==> src/hdl/raytest_pkg.sv <==
package raytest_pkg;

   ////////////////////////////////////////
   // widths and counts
   ////////////////////////////////////////

   // one test word from the host bus
   localparam int WORD_W     = 32;
   // one hex digit
   localparam int NIBBLE_W   = 4;
   // nibbles in one word
   localparam int NIBBLES    = WORD_W / NIBBLE_W;
   // segments a..g
   localparam int SEG_W      = 7;
   // digits on the board
   localparam int HEX_DIGITS = 6;

   // shown before any vector is stepped
   localparam logic [WORD_W-1:0] RESET_WORD = 32'h0000_DEAD;

   ////////////////////////////////////////
   // types
   ////////////////////////////////////////

   // displayed word, whole or split into hex digits
   // nib[0] is the least significant digit
   typedef union packed {
      logic [WORD_W-1:0]                  word;
      logic [NIBBLES-1:0][NIBBLE_W-1:0]  nib;
   } display_word_t;

   // one digit, active low
   // bit 0 is segment a, bit 6 is segment g
   typedef logic [SEG_W-1:0] seg_t;

endpackage

==> src/hdl/hex_display.sv <==
`timescale 1ns/1ps

module hex_display
   import raytest_pkg::*;
(
   input  logic              sdr_clk,
   input  logic              sdr_reset,
   input  logic [WORD_W-1:0] raytest_data,
   output seg_t              hex0,
   output seg_t              hex1,
   output seg_t              hex2,
   output seg_t              hex3,
   output seg_t              hex4,
   output seg_t              hex5
);

   // digits of the reset word, for the register reset value
   localparam display_word_t RESET_VIEW = RESET_WORD;

   display_word_t shown;
   seg_t          seg_q [HEX_DIGITS];

   ////////////////////////////////////////
   // nibble to segment table
   ////////////////////////////////////////

   // active low, gfedcba order
   function automatic seg_t seg_decode(input logic [NIBBLE_W-1:0] digit);
      seg_t seg;
      case (digit)
         4'h0:    seg = 7'b1000000;
         4'h1:    seg = 7'b1111001;
         4'h2:    seg = 7'b0100100;
         4'h3:    seg = 7'b0110000;
         4'h4:    seg = 7'b0011001;
         4'h5:    seg = 7'b0010010;
         4'h6:    seg = 7'b0000010;
         4'h7:    seg = 7'b1111000;
         4'h8:    seg = 7'b0000000;
         4'h9:    seg = 7'b0010000;
         4'hA:    seg = 7'b0001000;
         4'hB:    seg = 7'b0000011;
         4'hC:    seg = 7'b1000110;
         4'hD:    seg = 7'b0100001;
         4'hE:    seg = 7'b0000110;
         default: seg = 7'b0001110;
      endcase
      return seg;
   endfunction

   // word in, digits out
   assign shown.word = raytest_data;

   // one register stage after the decode
   always_ff @(posedge sdr_clk or posedge sdr_reset) begin
      if (sdr_reset) begin
         for (int k = 0; k < HEX_DIGITS; k++) begin
            seg_q[k] <= seg_decode(RESET_VIEW.nib[k]);
         end
      end else begin
         for (int k = 0; k < HEX_DIGITS; k++) begin
            seg_q[k] <= seg_decode(shown.nib[k]);
         end
      end
   end

   // digit k shows nibble k
   assign hex0 = seg_q[0];
   assign hex1 = seg_q[1];
   assign hex2 = seg_q[2];
   assign hex3 = seg_q[3];
   assign hex4 = seg_q[4];
   assign hex5 = seg_q[5];

endmodule

==> src/hdl/raytest_display_top.sv <==
`timescale 1ns/1ps

module raytest_display_top
   import raytest_pkg::*;
#(
   parameter int VEC_WORDS = 4,
   parameter int TICK_DIV  = 50_000_000
) (
   input  logic                          sdr_clk,
   input  logic                          sdr_reset,
   input  logic [VEC_WORDS*WORD_W-1:0]   raytest_wire,
   input  logic                          raytest_en,
   output seg_t                          hex0,
   output seg_t                          hex1,
   output seg_t                          hex2,
   output seg_t                          hex3,
   output seg_t                          hex4,
   output seg_t                          hex5,
   output logic                          more_than_one
);

   // capture -> step
   logic [VEC_WORDS*WORD_W-1:0] raytest_vec;
   logic                        start_raytest;
   // step -> display
   logic [WORD_W-1:0]           raytest_data;

   ////////////////////////////////////////
   // pipeline, capture -> step -> display
   ////////////////////////////////////////

   vector_capture #(
      .VEC_WORDS     (VEC_WORDS)
   ) vector_capture_i (
      .sdr_clk       (sdr_clk),
      .sdr_reset     (sdr_reset),
      .raytest_wire  (raytest_wire),
      .raytest_en    (raytest_en),
      .raytest_vec   (raytest_vec),
      .start_raytest (start_raytest),
      .more_than_one (more_than_one)
   );

   // slow tick lives in here, same clock
   word_stepper #(
      .VEC_WORDS     (VEC_WORDS),
      .TICK_DIV      (TICK_DIV)
   ) word_stepper_i (
      .sdr_clk       (sdr_clk),
      .sdr_reset     (sdr_reset),
      .raytest_vec   (raytest_vec),
      .start_raytest (start_raytest),
      .raytest_data  (raytest_data)
   );

   hex_display hex_display_i (
      .sdr_clk       (sdr_clk),
      .sdr_reset     (sdr_reset),
      .raytest_data  (raytest_data),
      .hex0          (hex0),
      .hex1          (hex1),
      .hex2          (hex2),
      .hex3          (hex3),
      .hex4          (hex4),
      .hex5          (hex5)
   );

endmodule

==> src/hdl/vector_capture.sv <==
`timescale 1ns/1ps

module vector_capture
   import raytest_pkg::*;
#(
   parameter int VEC_WORDS = 4
) (
   input  logic                          sdr_clk,
   input  logic                          sdr_reset,
   input  logic [VEC_WORDS*WORD_W-1:0]   raytest_wire,
   input  logic                          raytest_en,
   output logic [VEC_WORDS*WORD_W-1:0]   raytest_vec,
   output logic                          start_raytest,
   output logic                          more_than_one
);

   ////////////////////////////////////////
   // vector latch
   ////////////////////////////////////////

   // every strobe recaptures, also while stepping
   always_ff @(posedge sdr_clk or posedge sdr_reset) begin
      if (sdr_reset) begin
         raytest_vec <= '0;
      end else if (raytest_en) begin
         raytest_vec <= raytest_wire;
      end
   end

   ////////////////////////////////////////
   // start and repeat flags
   ////////////////////////////////////////

   // both sticky until reset
   always_ff @(posedge sdr_clk or posedge sdr_reset) begin
      if (sdr_reset) begin
         start_raytest <= 1'b0;
         more_than_one <= 1'b0;
      end else if (raytest_en) begin
         // second strobe seen, start was already up before this edge
         if (start_raytest) begin
            more_than_one <= 1'b1;
         end
         start_raytest <= 1'b1;
      end
   end

   // repeat flag can only follow a start
   a_repeat_after_start : assert property (
      @(posedge sdr_clk) disable iff (sdr_reset)
      more_than_one |-> start_raytest
   );

endmodule

==> src/hdl/word_stepper.sv <==
`timescale 1ns/1ps

module word_stepper
   import raytest_pkg::*;
#(
   parameter int VEC_WORDS = 4,
   parameter int TICK_DIV  = 50_000_000
) (
   input  logic                          sdr_clk,
   input  logic                          sdr_reset,
   input  logic [VEC_WORDS*WORD_W-1:0]   raytest_vec,
   input  logic                          start_raytest,
   output logic [WORD_W-1:0]             raytest_data
);

   // counter needs at least one bit, even for TICK_DIV of 1
   localparam int CNT_W  = (TICK_DIV > 1) ? $clog2(TICK_DIV) : 1;
   // index runs 0..VEC_WORDS inclusive
   localparam int ADDR_W = $clog2(VEC_WORDS + 1);

   localparam logic [CNT_W-1:0]  TICK_LAST = CNT_W'(TICK_DIV - 1);
   localparam logic [ADDR_W-1:0] ADDR_END  = ADDR_W'(VEC_WORDS);

   logic [CNT_W-1:0]  tick_cnt;
   logic              tick;
   logic [ADDR_W-1:0] raytest_addr;

   ////////////////////////////////////////
   // rate divider
   ////////////////////////////////////////

   // free running, start flag does not matter here
   assign tick = (tick_cnt == TICK_LAST);

   always_ff @(posedge sdr_clk or posedge sdr_reset) begin
      if (sdr_reset) begin
         tick_cnt <= '0;
      end else if (tick) begin
         tick_cnt <= '0;
      end else begin
         tick_cnt <= tick_cnt + 1'b1;
      end
   end

   ////////////////////////////////////////
   // word walk
   ////////////////////////////////////////

   // one word per tick, read from the live vector
   // index parks at VEC_WORDS until reset
   always_ff @(posedge sdr_clk or posedge sdr_reset) begin
      if (sdr_reset) begin
         raytest_addr <= '0;
         raytest_data <= RESET_WORD;
      end else if (tick && start_raytest && (raytest_addr != ADDR_END)) begin
         raytest_data <= raytest_vec[raytest_addr*WORD_W +: WORD_W];
         raytest_addr <= raytest_addr + 1'b1;
      end
   end

   // index never runs past the end
   a_addr_in_range : assert property (
      @(posedge sdr_clk) disable iff (sdr_reset)
      raytest_addr <= ADDR_END
   );

   // display word only moves on a tick edge
   a_data_on_tick : assert property (
      @(posedge sdr_clk) disable iff (sdr_reset)
      $changed(raytest_data) |-> $past(tick)
   );

endmodule

==> config.mk <==
export PLATFORM = sky130hd
export DESIGN_NAME = raytest_display_top
export DESIGN_NICKNAME = d
export VERILOG_FILES = /design/src/hdl/raytest_pkg.sv /design/src/hdl/hex_display.sv /design/src/hdl/raytest_display_top.sv /design/src/hdl/vector_capture.sv /design/src/hdl/word_stepper.sv
export SDC_FILE = /design/constraint.sdc
export NUM_CORES = 1
export LEC_CHECK = 0
export BUFFER_PORTS_ARGS = -buffer_cell sky130_fd_sc_hd__buf_2
export CAP_MARGIN = 20
export CORE_MARGIN = 5
export CORE_UTILIZATION = 55
export CTS_CLUSTER_SIZE = 16
export DETAILED_ROUTE_END_ITERATION = 16
export PLACE_DENSITY = 0.87
export SYNTH_ARGS = -nofsm -noshare
export SYNTH_HDL_FRONTEND = slang
export SYNTH_SLANG_ARGS = --single-unit
==> constraint.sdc <==
create_clock -name sdr_clk -period 7.25 [get_ports sdr_clk]
set_clock_uncertainty 0.2 [all_clocks]
set_input_delay 0.725 -clock sdr_clk [delete_from_list [all_inputs] [get_ports sdr_clk]]
set_output_delay 0.725 -clock sdr_clk [all_outputs]
set_load 0.005 [all_outputs]
Yosys cells after proc, flatten, opt, wreduce, memory -nomap -nowiden
Memories as Yosys holds them, arrays and structs flattened. A register that Yosys moved wholly into a read port is not among the register bits.
Cells that the tools add are included.
- register bits: 183
- memories: 6
- output and inout port bits: 43
- memory bits (read-only): 672
- input port bits: 131
- equal/unequal tests: 2
- reductions and logical operators: 3
- add/sub/neg operators: 2
- shift operators: 1
- mux-type cells: 1
- memory list (memory ; words ; width ; rd ports ; clocked after memory_dff ; write ports ; RTL line ; source):
    (name not given) ; 16 ; 7 ; 1 ; 1 ; 0 ; hex_display.sv:30 ; case (digit)
    (name not given) ; 16 ; 7 ; 1 ; 1 ; 0 ; hex_display.sv:30 ;
    (name not given) ; 16 ; 7 ; 1 ; 1 ; 0 ; hex_display.sv:30 ;
    (name not given) ; 16 ; 7 ; 1 ; 1 ; 0 ; hex_display.sv:30 ;
    (name not given) ; 16 ; 7 ; 1 ; 1 ; 0 ; hex_display.sv:30 ;
    (name not given) ; 16 ; 7 ; 1 ; 1 ; 0 ; hex_display.sv:30 ;
- operators by type and width (operator ; number):
    128-bit by 9-bit variable part select with 24-bit output ; 1
    26-bit by 1-bit adder with 26-bit output (second input constant) ; 1
    26-bit equality test (second input constant) ; 1
    26-bit 2-to-1 mux ; 1
    3-bit by 1-bit adder with 3-bit output (second input constant) ; 1
    3-bit != test (second input constant) ; 1
    1-bit logical AND ; 2
    2-bit AND reduction ; 1

Longest topological paths before layout
- depth in word-level cells: 3
- gate-level depth with buffers: 10
- mapped depth without buffers: 6

By module
Synthesis repeated with hierarchy kept, for this count alone.
- cells, all modules: 838
- area total of the unflattened synthesis: 11119.4 sq um
- by module, submodules not included (module ; times used ; cells each ; area each (sq um)):
    vector_capture ; 1 ; 275 ; 4847.1
    word_stepper ; 1 ; 329 ; 3583.4
    hex_display ; 1 ; 234 ; 2688.8

Least setup slack after synthesis
OpenSTA, ideal clock, no wires.
- kind: register to register
- start: register word_stepper_i.raytest_addr[0]
- end: register word_stepper_i.raytest_addr[1]
- buffers on the path: 3
- period minus slack after synthesis: 2.789 ns
- required time: 6.925 ns
- setup slack: 4.461 ns
- data arrival time: 2.464 ns
- cell stages (with the launch flop): 10
- cell sequence: dfrtp_1 -> buf_2 -> buf_1 -> clkbuf_1 -> inv_1 -> ha_1 -> nand2_1 -> nand2_1 -> nor3_4 -> mux2_4
- longest elaborated chain between the ends: 2
- elaborated cells between the ends (all ways): 3
- classes of those cells: add/sub: 1; eq/ne: 1; reduce/logical: 1
- ends and longest elaborated chain (element ; RTL line ; source):
    start, declared ; word_stepper.sv:26 ; logic [ADDR_W-1:0] raytest_addr;
    start signal, assigned ; word_stepper.sv:57 ; raytest_addr <= raytest_addr + 1'b1;
    start signal, assigned ; word_stepper.sv:64 ; raytest_addr <= ADDR_END
    branches (longest 2 deep; another with 3-bit by 1-bit adder with 3-bit output) ; n/a ;
Parallel ways; which one is timed is not known.
A chain may end at the register's enable or synchronous reset.

Worst setup path after layout
- start: register word_stepper_i.tick_cnt[8]
- end: register word_stepper_i.raytest_addr[1]
- longest elaborated chain between the ends: 3
- ends and longest elaborated chain (element ; RTL line ; source):
    start, declared ; word_stepper.sv:24 ; logic [CNT_W-1:0] tick_cnt;
    start signal, assigned ; word_stepper.sv:41 ; tick_cnt <= tick_cnt + 1'b1;
    26-bit equality test ; word_stepper.sv:33 ; assign tick = (tick_cnt == TICK_LAST);
    1-bit logical AND (2 in a row) ; word_stepper.sv:55 ; end else if (tick && start_raytest && (raytest_addr != ADDR_END)) begin
Every way passes these cells.

==> impl_metrics.json <==
{
  "slew_headroom": 0.293,
  "via_count": 5996,
  "path_class": "reg -> reg",
  "worst-path-max-fanout": 26,
  "crit_cells": 4,
  "drive_above_1_share": 0.407,
  "yosys.area.top_type": "dfrtp_1",
  "fin_crit_sh": 0.432,
  "final_nets": 996,
  "synth_xor_area_frac": 0.0173,
  "synth_top_family_by_area": "multiplexers",
  "dr.first_iter.drc_count": 361,
  "viasPerCell": 5.66,
  "cts_resized": 0,
  "gr-usage-all-layers": 0.195,
  "tightest_slew_ns": 1.06,
  "postCtsSetupRepairBufs": 0,
  "io_pins": 174,
  "cp-start-kind": "flop",
  "final_cell_mix": "dfrtp_1, buf_2, mux2_2",
  "dp_hpwl_mm": 12.6,
  "fmax_ghz": 0.319,
  "final_core_util": 0.648,
  "grt_overflow": 0,
  "outcome": "finished, final reports clean",
  "cp-end-kind": "flop",
  "row_count": 47,
  "r2r-start": "word_stepper_i.tick_cnt[8]$_DFF_PP0_",
  "dieArea_sq_um": 19200,
  "clk_pin_slew_ns": 0.07,
  "grt_pass1_wl_mm": 30.5,
  "syn2layout_area_growth_pct": 17.0,
  "async_reset_ff_frac": 1.00,
  "stdcell_count": 1059,
  "grt_pass1_vias": 6072,
  "finalPower_mw": 2.26,
  "crit_chain": "or4bb_1 -> or4_4 -> nor3_4 -> mux2_4",
  "cp-startpoint": "word_stepper_i.tick_cnt[8]$_DFF_PP0_",
  "initial_core_util": 0.554,
  "wire_per_inst_um": 17.5,
  "rsz0062_at_grt": "false",
  "layout_commonest_cell": "dfrtp_1",
  "r2r.worst_path.cells": 4,
  "rrSetupSlack_ns": 4.12,
  "place_inst": 1024,
  "synth_ff_type": "dfrtp_1",
  "slowest_delay_ns": 0.84,
  "syn_area_per_cell_sq_um": 13.1,
  "crit_family": "simple AND/OR/NAND/NOR gates",
  "cts_root_buf": "clkbuf_16",
  "drt_first_pass_iters": 4,
  "syn_nets": 866,
  "synthMuxAreaShare": 0.217,
  "cts_tree": "done",
  "yosys.area_share.simple": 0.0843,
  "tns_ns": 0,
  "arrival_ns": 3.25,
  "grt_max_degree": 112,
  "cts_buffer_depth": 2,
  "syn_area_sq_um": 9090,
  "gp_congestion": 0.901,
  "clk_latency_ns": 0.43,
  "period_needed_ns": 3.13,
  "drc": 0,
  "synth_edf_count": 0,
  "cts.hold.buffers_added": 0,
  "port_buffers": 141,
  "maxCapViolCount": 0,
  "dieHeight_um": 139,
  "coreArea_sq_um": 16400,
  "hold_viol": 0,
  "die_w_um": 139,
  "cts_sinks": 193,
  "synth_compound_area_frac": 0.0596,
  "slew_viol_final": 0,
  "path_buf_inv": 0,
  "synth_adder_area_share": 0.0551,
  "register_area_sq_um": 4860,
  "ant_nets": 0,
  "synthTopCellsByArea": "dfrtp_1, mux2_2, mux4_2",
  "fillCellCount": 1171,
  "cp.required_ns": 7.37,
  "setup_viol": 0,
  "wl_mm": 18.5,
  "synth_top_area_frac": 0.476,
  "multi_input_area_sq_um": 3950,
  "htreeDepth": 4,
  "ys_types": 47,
  "ir_worst_vdd_v": 0.000165,
  "antenna_found_initial": 1,
  "synth_warnings": 0,
  "hold_class": "in -> async",
  "cts_made_buffers": 17,
  "ys_seq_elements": 193,
  "ys_seq_area_frac": 0.534,
  "synthCells": 695,
  "p_per_area_nw_per_um2": 213,
  "crit_slowest_cell": "nor3_4",
  "p_leak_nw": 4.68
}
final timing paths:
path | end
min reg2reg | vector_capture_i.more_than_one$_DFFE_PP0P_
max | word_stepper_i.raytest_addr[1]$_DFFE_PP0P_
max reg2reg | word_stepper_i.raytest_addr[1]$_DFFE_PP0P_
min | hex_display_i.hex0[4]$_DFF_PP0_
min in group sdr_clk | vector_capture_i.more_than_one$_DFFE_PP0P_
max in group asynchronous | vector_capture_i.raytest_vec[81]$_DFFE_PP0P_
per-stage QoR:
step / hold slack [ns] / worst slack [ns] / area [sq um]
CTS: 0.263 / 4.12 / 10600
global placement: 0.238 / 4.20 / 9970
floorplan: 0.251 / 1.10 / 9090
global route: 0.272 / 4.06 / 10600
finish: 0.242 / 4.12 / 10600
detailed placement: 0.239 / 4.16 / 9970
flip-flops by register name, summed over array words and instances (netlist names):
name                            cells
vector_capture_i.raytest_vec       96
word_stepper_i.tick_cnt            26
word_stepper_i.raytest_data        24
hex_display_i.hex0                  7
hex_display_i.hex1                  7
hex_display_i.hex2                  7
hex_display_i.hex3                  7
hex_display_i.hex4                  7
hex_display_i.hex5                  7
word_stepper_i.raytest_addr         3
vector_capture_i.more_than_one      1
vector_capture_i.start_raytest      1
logic make-up after synthesis:
family | count (synthesis)
flops | 193
mux | 147
simple gates | 136
compound gates | 87
buf+inv | 74
fa+ha+maj | 40
xor+xnor | 18
Yosys cell counts, types with 2 or more instances:
cell type and count:
mux2_2 96, o21ai_0 30, clkinv_1 2, a22o_1 5
nor2_1 32, xnor2_1 14, buf_2 3, nand3_1 10
o31ai_1 9, or4_1 6, xor2_1 4, o21ai_1 4
buf_1 2, or3_1 10, buf_6 2, o211ai_1 5
a21oi_1 12, or2_2 7, dfstp_2 20, mux4_2 30
nor4_1 4, inv_1 36, ha_1 40, o2bb2ai_1 3
nand4_1 30, a31oi_1 2, clkbuf_1 29, o32ai_1 6
nor3_1 4, and3_1 5, o22ai_1 9, mux2i_1 20
nand2_1 14, dfrtp_1 173, nor2b_1 5
routing by layer:
layer	up-vias	GRT usage	wire [um]
li1	2804	-	-
met1	3034	0.251	7840
met2	131	0.330	9570
met3	27	0.0431	736
met4	0	0.0681	378
met5	-	0	0
layout make-up:
| class | count | area share |
|---|---|---|
| Inverter | 38 | 0.0141 |
| Clock buffer | 22 | 0.0465 |
| Antenna cell | 1 | 0.000235 |
| Tap cell | 220 | 0.0259 |
| Multi-Input combinational cell | 428 | 0.371 |
| Sequential cell | 193 | 0.457 |
| Clock inverter | 10 | 0.0115 |
| Timing Repair Buffer | 147 | 0.0734 |
where the power goes:
part	internal (mW)	switching, mW	total [mW]	leakage, nW
Clock	0.557	0.403	0.961	0.295
Combinational	0.0851	0.0592	0.144	2.02
Sequential	1.13	0.0285	1.16	2.36
Total	1.77	0.491	2.26	4.68
Power figures use the tool's default switching activity.
